File: src/logic/attn_pkg.sv
// Attention score lane shared definitions
// Fixed-point formats, element types and conversion widths
package attn_pkg;

    // Q, K and V element, Q1.7
    localparam int ELEM_W = 8;
    localparam int ELEM_F = 7;

    // Full product of two elements, Q2.14
    localparam int IPROD_W = 2 * ELEM_W;
    localparam int IPROD_F = 2 * ELEM_F;

    // Narrowed product entering the tree, Q2.10
    localparam int PROD_W = 12;
    localparam int PROD_F = 10;

    // Largest dimension the tree sum has headroom for
    localparam int MAX_EMBED_DIM = 16;

    // Tree sum, Q6.10
    // One extra integer bit per tree level
    localparam int DOT_W = PROD_W + $clog2(MAX_EMBED_DIM);
    localparam int DOT_F = PROD_F;

    // Output score, Q4.8
    localparam int SCORE_W = 12;
    localparam int SCORE_F = 8;

    // Divide by sqrt(64) for an assumed dimension of 64
    localparam int SCALE_SHIFT = 3;

    // Element of any operand vector
    typedef logic signed [ELEM_W-1:0] elem_t;

    // Product after narrowing
    typedef logic signed [PROD_W-1:0] prod_t;

    // Adder tree node and final sum
    typedef logic signed [DOT_W-1:0] dot_t;

    // Saturated, scaled score
    typedef logic signed [SCORE_W-1:0] score_t;

endpackage

File: src/logic/operand_if.sv
// Operand control link between score control and the datapath
// Carries operand register loads and the tree entry handshake
`timescale 1ns/1ns

interface operand_if;

    // Capture strobes for the operand registers
    logic load_q;
    logic load_k;
    logic load_v;

    // Q, K and V all held, row ready for the tree
    logic operand_vld;

    // Tree first stage accepts this cycle
    logic tree_rdy;

    modport ctrl (
        output load_q, load_k, load_v, operand_vld,
        input  tree_rdy
    );

    modport data (
        input  load_q, load_k, load_v, operand_vld,
        output tree_rdy
    );

endinterface

File: src/logic/q_convert.sv
// Fixed-point format converter
// Floors away fraction bits, then saturates to the output range
`timescale 1ns/1ns

module q_convert #(
    parameter int IN_W  = 16,
    parameter int IN_F  = 14,
    parameter int OUT_W = 12,
    parameter int OUT_F = 10
) (
    input  logic signed [IN_W-1:0]  in,
    output logic signed [OUT_W-1:0] out
);

    // Fraction bits dropped
    localparam int SHIFT = IN_F - OUT_F;

    // Output limits at input width
    localparam logic signed [IN_W-1:0] HI = IN_W'((1 << (OUT_W - 1)) - 1);
    // Two's complement, most negative is ~most positive
    localparam logic signed [IN_W-1:0] LO = ~HI;

    logic signed [IN_W-1:0] floored;

    // Arithmetic shift rounds toward minus infinity
    assign floored = in >>> SHIFT;

    always_comb begin
        if (floored > HI) begin
            out = HI[OUT_W-1:0];
        end else if (floored < LO) begin
            out = LO[OUT_W-1:0];
        end else begin
            // In range, low bits carry the value
            out = floored[OUT_W-1:0];
        end
    end

endmodule

File: src/logic/tree_reduce.sv
// Pipelined adder tree with per-stage valid/ready stall
// A payload rides alongside the sum through every stage
`timescale 1ns/1ns

module tree_reduce #(
    parameter int EMBED_DIM = 16,
    parameter int PAYLOAD_W = 128
) (
    input  logic                 clk,
    input  logic                 rst,
    input  logic                 vld_in,
    output logic                 rdy_out,
    output logic                 vld_out,
    input  logic                 rdy_in,
    input  attn_pkg::prod_t      terms [EMBED_DIM],
    input  logic [PAYLOAD_W-1:0] payload_in,
    output attn_pkg::dot_t       sum,
    output logic [PAYLOAD_W-1:0] payload_out
);

    localparam int STAGES = $clog2(EMBED_DIM);

    // Heap order, node 0 is the root, children of n at 2n+1 and 2n+2
    attn_pkg::dot_t node [EMBED_DIM-1];

    // Per level state, level 0 feeds the output
    logic                 vld     [STAGES];
    logic                 adv     [STAGES];
    logic                 src_vld [STAGES];
    logic [PAYLOAD_W-1:0] pay     [STAGES];
    logic [PAYLOAD_W-1:0] src_pay [STAGES];

    for (genvar l = 0; l < STAGES; l++) begin : g_lvl
        // Deepest level takes the tree input
        if (l == STAGES - 1) begin : g_entry
            assign src_vld[l] = vld_in;
            assign src_pay[l] = payload_in;
        end else begin : g_inner
            assign src_vld[l] = vld[l+1];
            assign src_pay[l] = pay[l+1];
        end

        // Advance when empty or the next level moves on
        if (l == 0) begin : g_out
            assign adv[l] = !vld[l] || rdy_in;
        end else begin : g_chain
            assign adv[l] = !vld[l] || adv[l-1];
        end

        always_ff @(posedge clk) begin
            if (rst) begin
                vld[l] <= 1'b0;
            end else if (adv[l]) begin
                vld[l] <= src_vld[l];
            end
        end

        always_ff @(posedge clk) begin
            if (adv[l] && src_vld[l]) begin
                pay[l] <= src_pay[l];
            end
        end
    end

    for (genvar n = 0; n < EMBED_DIM - 1; n++) begin : g_node
        localparam int LVL = $clog2(n + 2) - 1;

        attn_pkg::dot_t lhs;
        attn_pkg::dot_t rhs;

        // Bottom nodes add sign-extended products directly
        if (LVL == STAGES - 1) begin : g_leaf
            assign lhs = attn_pkg::dot_t'(terms[2*n + 1 - (EMBED_DIM - 1)]);
            assign rhs = attn_pkg::dot_t'(terms[2*n + 2 - (EMBED_DIM - 1)]);
        end else begin : g_sum
            assign lhs = node[2*n + 1];
            assign rhs = node[2*n + 2];
        end

        always_ff @(posedge clk) begin
            if (adv[LVL] && src_vld[LVL]) begin
                node[n] <= lhs + rhs;
            end
        end
    end

    assign rdy_out     = adv[STAGES-1];
    assign vld_out     = vld[0];
    assign sum         = node[0];
    assign payload_out = pay[0];

endmodule

File: src/logic/score_ctrl.sv
// Score lane control
// Operand held flags, Q row counter and the input ready outputs
`timescale 1ns/1ns

module score_ctrl #(
    parameter int SEQ_LEN = 4
) (
    input  logic    clk,
    input  logic    rst,
    input  logic    q_vld,
    input  logic    k_vld,
    input  logic    v_vld,
    output logic    q_rdy,
    output logic    k_rdy,
    output logic    v_rdy,
    operand_if.ctrl ops
);

    // At least one bit even for a single row
    localparam int CNT_W = (SEQ_LEN > 1) ? $clog2(SEQ_LEN) : 1;

    logic             q_held;
    logic             k_held;
    logic             v_held;
    logic [CNT_W-1:0] row_cnt;
    logic             fire;
    logic             last_row;

    assign ops.operand_vld = q_held && k_held && v_held;

    // Row enters the tree
    assign fire     = ops.operand_vld && ops.tree_rdy;
    assign last_row = (row_cnt == '0);

    // Q stays until its last row fires, K and V turn over every row
    assign q_rdy = !q_held || (fire && last_row);
    assign k_rdy = !k_held || fire;
    assign v_rdy = !v_held || fire;

    assign ops.load_q = q_vld && q_rdy;
    assign ops.load_k = k_vld && k_rdy;
    assign ops.load_v = v_vld && v_rdy;

    // Q flag and rows left on it
    always_ff @(posedge clk) begin
        if (rst) begin
            q_held  <= 1'b0;
            row_cnt <= '0;
        end else if (ops.load_q) begin
            // New Q may arrive on the old one's final fire
            q_held  <= 1'b1;
            row_cnt <= CNT_W'(SEQ_LEN - 1);
        end else if (fire) begin
            if (last_row) begin
                q_held <= 1'b0;
            end else begin
                row_cnt <= row_cnt - 1'b1;
            end
        end
    end

    // K and V flags, load wins over release
    always_ff @(posedge clk) begin
        if (rst) begin
            k_held <= 1'b0;
            v_held <= 1'b0;
        end else begin
            if (ops.load_k) begin
                k_held <= 1'b1;
            end else if (fire) begin
                k_held <= 1'b0;
            end
            if (ops.load_v) begin
                v_held <= 1'b1;
            end else if (fire) begin
                v_held <= 1'b0;
            end
        end
    end

endmodule

File: src/logic/dot_product.sv
// Q.K dot product datapath
// Operand registers, multipliers, product narrowing, adder tree, score scaling
`timescale 1ns/1ns

module dot_product #(
    parameter int EMBED_DIM = 16
) (
    input  logic            clk,
    input  logic            rst,
    operand_if.data         ops,
    input  attn_pkg::elem_t q_in [EMBED_DIM],
    input  attn_pkg::elem_t k_in [EMBED_DIM],
    input  attn_pkg::elem_t v_in [EMBED_DIM],
    input  logic            score_rdy,
    output logic            score_vld,
    output attn_pkg::score_t score,
    output attn_pkg::elem_t v_out [EMBED_DIM]
);

    localparam int PAYLOAD_W = EMBED_DIM * attn_pkg::ELEM_W;

    attn_pkg::elem_t                              q_reg [EMBED_DIM];
    attn_pkg::elem_t                              k_reg [EMBED_DIM];
    // V packed so it can ride the tree as one payload word
    attn_pkg::elem_t [EMBED_DIM-1:0]              v_reg;
    attn_pkg::elem_t [EMBED_DIM-1:0]              v_pay;
    logic signed [attn_pkg::IPROD_W-1:0]          iprod [EMBED_DIM];
    attn_pkg::prod_t                              prod  [EMBED_DIM];
    attn_pkg::dot_t                               sum;
    attn_pkg::score_t                             score_sat;

    // Operand capture on handshake
    always_ff @(posedge clk) begin
        for (int i = 0; i < EMBED_DIM; i++) begin
            if (ops.load_q) begin
                q_reg[i] <= q_in[i];
            end
            if (ops.load_k) begin
                k_reg[i] <= k_in[i];
            end
            if (ops.load_v) begin
                v_reg[i] <= v_in[i];
            end
        end
    end

    for (genvar i = 0; i < EMBED_DIM; i++) begin : g_lane
        // Q1.7 times Q1.7 gives Q2.14
        assign iprod[i] = q_reg[i] * k_reg[i];

        // Narrow to Q2.10
        q_convert #(
            .IN_W  (attn_pkg::IPROD_W),
            .IN_F  (attn_pkg::IPROD_F),
            .OUT_W (attn_pkg::PROD_W),
            .OUT_F (attn_pkg::PROD_F)
        ) prod_conv_inst (
            .in  (iprod[i]),
            .out (prod[i])
        );

        assign v_out[i] = v_pay[i];
    end

    tree_reduce #(
        .EMBED_DIM (EMBED_DIM),
        .PAYLOAD_W (PAYLOAD_W)
    ) tree_inst (
        .clk         (clk),
        .rst         (rst),
        .vld_in      (ops.operand_vld),
        .rdy_out     (ops.tree_rdy),
        .vld_out     (score_vld),
        .rdy_in      (score_rdy),
        .terms       (prod),
        .payload_in  (v_reg),
        .sum         (sum),
        .payload_out (v_pay)
    );

    // Q6.10 down to Q4.8, floor and clamp
    q_convert #(
        .IN_W  (attn_pkg::DOT_W),
        .IN_F  (attn_pkg::DOT_F),
        .OUT_W (attn_pkg::SCORE_W),
        .OUT_F (attn_pkg::SCORE_F)
    ) score_conv_inst (
        .in  (sum),
        .out (score_sat)
    );

    // Scale after saturation, 1/sqrt(dk)
    assign score = score_sat >>> attn_pkg::SCALE_SHIFT;

endmodule

File: src/logic/score_unit.sv
// Attention score lane top level
// Flat bus ports around score control and the dot product datapath
`timescale 1ns/1ns

module score_unit #(
    parameter int EMBED_DIM = 16,
    parameter int SEQ_LEN   = 4
) (
    input  logic                                    clk,
    input  logic                                    rst,
    input  logic                                    q_vld,
    input  logic                                    k_vld,
    input  logic                                    v_vld,
    output logic                                    q_rdy,
    output logic                                    k_rdy,
    output logic                                    v_rdy,
    input  logic [EMBED_DIM*attn_pkg::ELEM_W-1:0]   q_in,
    input  logic [EMBED_DIM*attn_pkg::ELEM_W-1:0]   k_in,
    input  logic [EMBED_DIM*attn_pkg::ELEM_W-1:0]   v_in,
    input  logic                                    score_rdy,
    output logic                                    score_vld,
    output logic [attn_pkg::SCORE_W-1:0]            score,
    output logic [EMBED_DIM*attn_pkg::ELEM_W-1:0]   v_out
);

    localparam int EW = attn_pkg::ELEM_W;

    attn_pkg::elem_t q_arr [EMBED_DIM];
    attn_pkg::elem_t k_arr [EMBED_DIM];
    attn_pkg::elem_t v_arr [EMBED_DIM];
    attn_pkg::elem_t v_res [EMBED_DIM];

    // Element 0 sits in the low bits
    for (genvar i = 0; i < EMBED_DIM; i++) begin : g_bus
        assign q_arr[i]          = q_in[i*EW +: EW];
        assign k_arr[i]          = k_in[i*EW +: EW];
        assign v_arr[i]          = v_in[i*EW +: EW];
        assign v_out[i*EW +: EW] = v_res[i];
    end

    operand_if ops_if ();

    score_ctrl #(
        .SEQ_LEN (SEQ_LEN)
    ) ctrl_inst (
        .clk   (clk),
        .rst   (rst),
        .q_vld (q_vld),
        .k_vld (k_vld),
        .v_vld (v_vld),
        .q_rdy (q_rdy),
        .k_rdy (k_rdy),
        .v_rdy (v_rdy),
        .ops   (ops_if.ctrl)
    );

    dot_product #(
        .EMBED_DIM (EMBED_DIM)
    ) dot_inst (
        .clk       (clk),
        .rst       (rst),
        .ops       (ops_if.data),
        .q_in      (q_arr),
        .k_in      (k_arr),
        .v_in      (v_arr),
        .score_rdy (score_rdy),
        .score_vld (score_vld),
        .score     (score),
        .v_out     (v_res)
    );

endmodule

File: config.mk
export PLATFORM = sky130hd
export DESIGN_NAME = score_unit
export DESIGN_NICKNAME = d
export VERILOG_FILES = /design/src/logic/attn_pkg.sv /design/src/logic/operand_if.sv /design/src/logic/q_convert.sv /design/src/logic/tree_reduce.sv /design/src/logic/score_ctrl.sv /design/src/logic/dot_product.sv /design/src/logic/score_unit.sv
export SDC_FILE = /design/constraint.sdc
export NUM_CORES = 2
export LEC_CHECK = 0
export ABC_AREA = 1
export ABC_CLOCK_PERIOD_IN_PS = 10800
export BUFFER_PORTS_ARGS = -buffer_cell sky130_fd_sc_hd__buf_4
export CAP_MARGIN = 40
export CORE_MARGIN = 1
export CORE_UTILIZATION = 35
export CTS_BUF_LIST = sky130_fd_sc_hd__clkbuf_2 sky130_fd_sc_hd__clkbuf_4 sky130_fd_sc_hd__clkbuf_8
export CTS_CLUSTER_DIAMETER = 40
export DETAILED_ROUTE_END_ITERATION = 10
export SYNTH_ARGS = -nofsm -noshare
export SYNTH_HDL_FRONTEND = slang
export SYNTH_SLANG_ARGS = --single-unit
File: constraint.sdc
create_clock -name clk -period 10.8 [get_ports clk]
set_input_delay 1.08 -clock clk [delete_from_list [all_inputs] [get_ports clk]]
set_output_delay 1.08 -clock clk [all_outputs]
set_load 0.005 [all_outputs]
## Word-level counts from Yosys, hierarchy flattened

Memory sizes are Yosys's and may differ from the RTL's.
Cells that the tools add are included.

- Output and inout bits: 144
- Bits in writable memories: 1012
- Input port bits: 390
- Memories: 5
- Bits in registers: 133

- $lt $le $gt $ge: 34
- Add/subtract/negate cells: 16
- Bitwise gates (word level): 4
- $mul: 16
- Muxes and demuxes: 73
- Equality and inequality tests: 1
- Reduce and logical (&&, ||, !) cells: 31

Memory list:

| memory | depth | bits a word | read ports | clocked after Yosys merged registers in | wr ports | line | RTL |
|---|---|---|---|---|---|---|---|
| dot_inst.tree_inst.pay | 4 | 128 | 4 | 0 | 4 | tree_reduce.sv:30 | `logic [PAYLOAD_W-1:0] pay [STAGES];` |
| dot_inst.tree_inst.node | 15 | 16 | 15 | 0 | 15 | tree_reduce.sv:24 | `attn_pkg::dot_t node [EMBED_DIM-1];` |
| dot_inst.k_reg | 16 | 8 | 16 | 0 | 16 | dot_product.sv:23 | `attn_pkg::elem_t k_reg [EMBED_DIM];` |
| dot_inst.q_reg | 16 | 8 | 16 | 0 | 16 | dot_product.sv:22 | `attn_pkg::elem_t q_reg [EMBED_DIM];` |
| dot_inst.tree_inst.vld | 4 | 1 | 4 | 0 | 4 | tree_reduce.sv:27 | `logic vld [STAGES];` |

Operators by type and width:

| operator | count |
|---|---|
| 12-bit 2-to-1 mux | 34 |
| 8-bit by 8-bit multiplier with 16-bit output | 16 |
| 12-bit greater-than comparator, second input constant | 16 |
| 12-bit less-than comparator, second input constant | 16 |
| 16-bit adder | 7 |
| 12-bit by 12-bit adder with 13-bit output | 8 |
| 1-bit 2-to-1 mux | 36 |
| 14-bit by 12-bit greater-than comparator with 1-bit output, second input constant | 1 |
| 14-bit by 12-bit less-than comparator with 1-bit output, second input constant | 1 |
| 1-bit logical AND | 10 |
| 2-bit nonzero test | 4 |
| 1-bit zero test | 7 |
| 1-bit logical OR | 7 |
| 2-bit 2-to-1 mux | 3 |
| 1-bit OR | 4 |
| 2-bit AND reduction | 2 |
| 2-bit zero test | 1 |
| 2-bit by 1-bit inequality test with 1-bit output, second input constant | 1 |
| 2-bit by 1-bit subtractor with 2-bit output, second input constant | 1 |

## Depth between registers and ports, before layout

- Depth in word-level cells: 11
- Gate-level depth with buffers: 28

## By module

From an unflattened synthesis, not the netlist that was laid out.

- Cell total of the unflattened synthesis: 9692
- Area total of the unflattened synthesis: 89325.7 um^2

Modules (own cells, without submodules):

| module | area an instance (um^2) | times used | cells each |
|---|---|---|---|
| dot_product | 55234.2 | 1 | 6658 |
| tree_reduce | 32982.9 | 1 | 2779 |
| q_convert at dot_inst.g_lane[0].prod_conv_inst ... | 45.0 | 16 | 12 |
| score_ctrl | 255.2 | 1 | 35 |
| q_convert at dot_inst.score_conv_inst | 132.6 | 1 | 28 |

## Least setup slack after synthesis

Ideal clock, no wire load.

- Path type: input to register
- Start: in score_rdy
- End: mem dot_inst.k_reg[0][0] (netlist name) (enable)
- Stages: 6
- Path slack: 2.553 ns
- Path buffers: 0
- Arrival: 7.590 ns
- Library setup time: 0.657 ns
- Cell sequence: inv_1 > nand2_1 > nor2_2 > nand3_2 > nand2_2 > a21oi_1

RTL lines:

| what | line | RTL |
|---|---|---|
| start: declaration | score_unit.sv:20 | `input logic score_rdy,` |
| end: declaration | dot_product.sv:23 |  |

==> flow_summary_export.csv <==
group,metric,value,unit
sta,finalSetupViolations,0,
setup_path,max_stage_delay,790,ps
worst_hold_path,holdPathEnd,"dot_inst.q_reg[6][4]",
synthesis,synthCells,8804,
place,hpwl,157000,um
synthesis,ys_ff_latch,1116,
finish,fill_cells,23700,
setup_path,timing.rr.start,"dot_inst.k_reg[1][18]",
grt,grt_pass1_vias,59700,
setup_path,reg2reg_slack,5100,ps
setup_path,cp_common_cell,"inv_1",
sta,fin_skew,128,ps
setup_path,start_kind,"register",
setup_path,worstSetupPathType,"reg -> reg",
floorplanning,die_area,247000,um^2
finish,largest_reg_flops,512,
finish,final_common_cell,"inv_1",
grt,grt_remaining_overflow,0,
setup_path,path_depth,23,
finish,largest_register,"dot_inst.tree_inst.pay",
setup_path,arrival,6260,ps
clocking,cts_resized,0,
synthesis,avgSynthCellArea,9.74,um^2
route,drt_first_pass_iters,6,
floorplanning,placementRows,181,
route,postRouteAntennaNets,0,
synthesis,syn-num-nets,10700,
sta,relSlewSlack,0.300,
clocking,clkLatencyLatePin,990,ps
setup_path,cp_cell_sequence,"nand2_1, fa_1, inv_1, fa_1, inv_1, fa_1, inv_1, fa_1, ha_1, nand2_1, nor2_1, inv_1, o21bai_1, nand3_1, inv_1, nand3_1, nand2_1, ha_1, inv_1, nor3_1, nand3_1, nand4_1, o21ai_0",
sta,hold_ws,268,ps
sta,tns,0,ps
clocking,cts-buffers-inserted,217,
clocking,cts-root-buf,"clkbuf_8",
place,port_buffers,533,
run_status,status,"completed",
sta,worst_pin_slew,1050,ps
route,wl,195000,um
setup_path,cpMaxStageDelayCell,"fa_1",
synthesis,yosysWarnings,0,
clocking,cts_setup_buffers,0,
clocking,cts_tree,"built",
sta,timing_max_transition_violations_final,0,
sta,fin_crit_sh,0.527,
finish,nets,11300,
route,dr_total_vias,57500,
floorplanning,initial_utilization,0.352,
synthesis,ys_seq_area_frac,0.390,
route,avgViaCountPerCell,4.51,
finish,layoutNonFillerInstCount,12700,
floorplanning,coreArea,243000,um^2
grt,grt_pass1_wl,314000,um
floorplanning,dieWidth,497,um
finish,reg.largest.list,"dot_inst.tree_inst.pay: 512 flops, dot_inst.tree_inst.node: 211 flops",
worst_hold_path,min-delay-path-class,"in -> reg",
clocking,clkTransAtPathRegs,70,ps
place,dp.cells,12300,
clocking,hold_buffers,0,
flow_run,drv_cap,0,
grt,grt.total_usage,0.159,
sta,fmax,0.176,GHz
route,drc,0,
grt,grt_max_degree,134,
worst_hold_path,hold_start,"q_in[52]",
floorplanning,design.portCount,534,
setup_path,r2r_end,"dot_inst.tree_inst.node[1][79]",
worst_hold_path,hold_depth,1,
sta,fin_crit,5700,ps
sta,finalHoldViolations,0,
route,first_iter_violations,3027,
setup_path,critPathMaxFanout,8,
floorplanning,fp.dieH,497,um
clocking,clkSinkCount,1116,
synthesis,synth.distinct_cells,37,
clocking,clk_path_buf_depth,4,
setup_path,crit_buf_inv,6,
sta,rsz0062_at_grt,"false",
finish,layout_common_cells,"2353 x inv_1, 1841 x nand2_1, 1111 x edfxtp_1",
sta,fin_ws,5100,ps
setup_path,reg2regPathDepth,23,
finish,syn2layout_area_growth,14.0,%
finish,drive_above_1_share,0.0981,
setup_path,end_kind,"register",
place,post-place-ws,5130,ps
clocking,htreeDepth,4,
place,place_congestion,0.858,
route,wl_per_cell,15.3,um
synthesis,synth.cell_area,85800,um^2
setup_path,critPathRequiredTime,11360,ps
setup_path,cp_top_family,"adder cells",
grt,antenna_found_initial,34,
## cell families (layout without fill, tap and decap cells)
logic type               Yosys count  count (layout)  synth area share
AO/OA/AOI/OAI                    602             602            0.0391
other                              0              10                 0
AND/OR/NAND/NOR                 2666            2666             0.126
XOR/XNOR                         331             331            0.0340
buffers and inverters           2570            3294             0.113
flip-flops                      1116            1116             0.390
adder cells (fa/ha/maj)         1519            1519             0.299
## area by class of cell
cell class,count,area [um^2],share of cell area
timing repair buffer,552,4270,0.0437
multi-input combinational,5118,42700,0.437
antenna,10,25.0,0.000256
inverter,2357,8870,0.0908
sequential,1116,33500,0.342
clock buffer,259,3310,0.0339
clock inverter,126,1130,0.0115
tap,3202,4010,0.0410
## per-stage QoR
step | cell area, um^2 | utilization
after floorplan | 85800 | -
after global placement | 93100 | 0.383
after detailed placement | 93300 | 0.383
after CTS | 97700 | 0.401
after global routing | 97700 | 0.401
final | 97700 | 0.401
## worst max path at each step
stage,slack (ps),endpoint,from
3_5_place_dp,5130,dot_inst.tree_inst.node[1][79],dot_inst.k_reg[1][18]
4_1_cts,5080,dot_inst.tree_inst.node[1][91],dot_inst.k_reg[1][42]
3_3_place_gp,5200,dot_inst.tree_inst.node[0][123],dot_inst.k_reg[0][10]
5_1_grt,4690,dot_inst.tree_inst.node[1][91],dot_inst.k_reg[1][42]
6_report,5100,dot_inst.tree_inst.node[1][79],dot_inst.k_reg[1][18]
2_1_floorplan,2550,dot_inst.k_reg[0][0],score_rdy
## cell usage after synthesis
master | n | share of area
inv_1 | 2357 | 0.10
nand2_1 | 1841 | 0.081
edfxtp_1 | 1111 | 0.39
fa_1 | 878 | 0.20
ha_1 | 641 | 0.094
nor2_1 | 368 | 0.016
nand3_1 | 306 | 0.018
a21oi_1 | 296 | 0.017
clkbuf_1 | 210 | 0.0092
xor2_1 | 203 | 0.021
o21ai_0 | 150 | 0.0088
xnor2_1 | 126 | 0.013
o21bai_1 | 44 | 0.0039
a31oi_1 | 41 | 0.0030
nand4_1 | 41 | 0.0030
nor3_1 | 39 | 0.0023
a21o_1 | 33 | 0.0029
nand3b_1 | 30 | 0.0026
or2_2 | 13 | 0.00095
a21boi_0 | 12 | 0.0011
o21a_1 | 11 | 0.00096
nand2_2 | 10 | 0.00073
and3_1 | 9 | 0.00066
o21ai_2 | 6 | 0.00061
dfxtp_1 | 5 | 0.0012
o21ai_1 | 4 | 0.00023
buf_4 | 3 | 0.00026
a21oi_2 | 2 | 0.00020
nor3_2 | 2 | 0.00023
nor4_1 | 2 | 0.00015
o211ai_1 | 2 | 0.00018
or2_1 | 2 | 0.00015
xor2_2 | 2 | 0.00038
a211oi_1 | 1 | 0.000088
nand3_2 | 1 | 0.00012
nor2_2 | 1 | 0.000073
nor3b_1 | 1 | 0.000088
## per-layer routing
layer	vias to the layer above	wire, um	GRT usage
li1	28200	-	-
met1	27600	87000	0.210
met2	1332	90900	0.263
met3	330	10900	0.0317
met4	42	5900	0.0498
met5	-	260	0
Power is not shown: default switching activity piles up to over one toggle a cycle in this logic, so the estimate is an artifact.
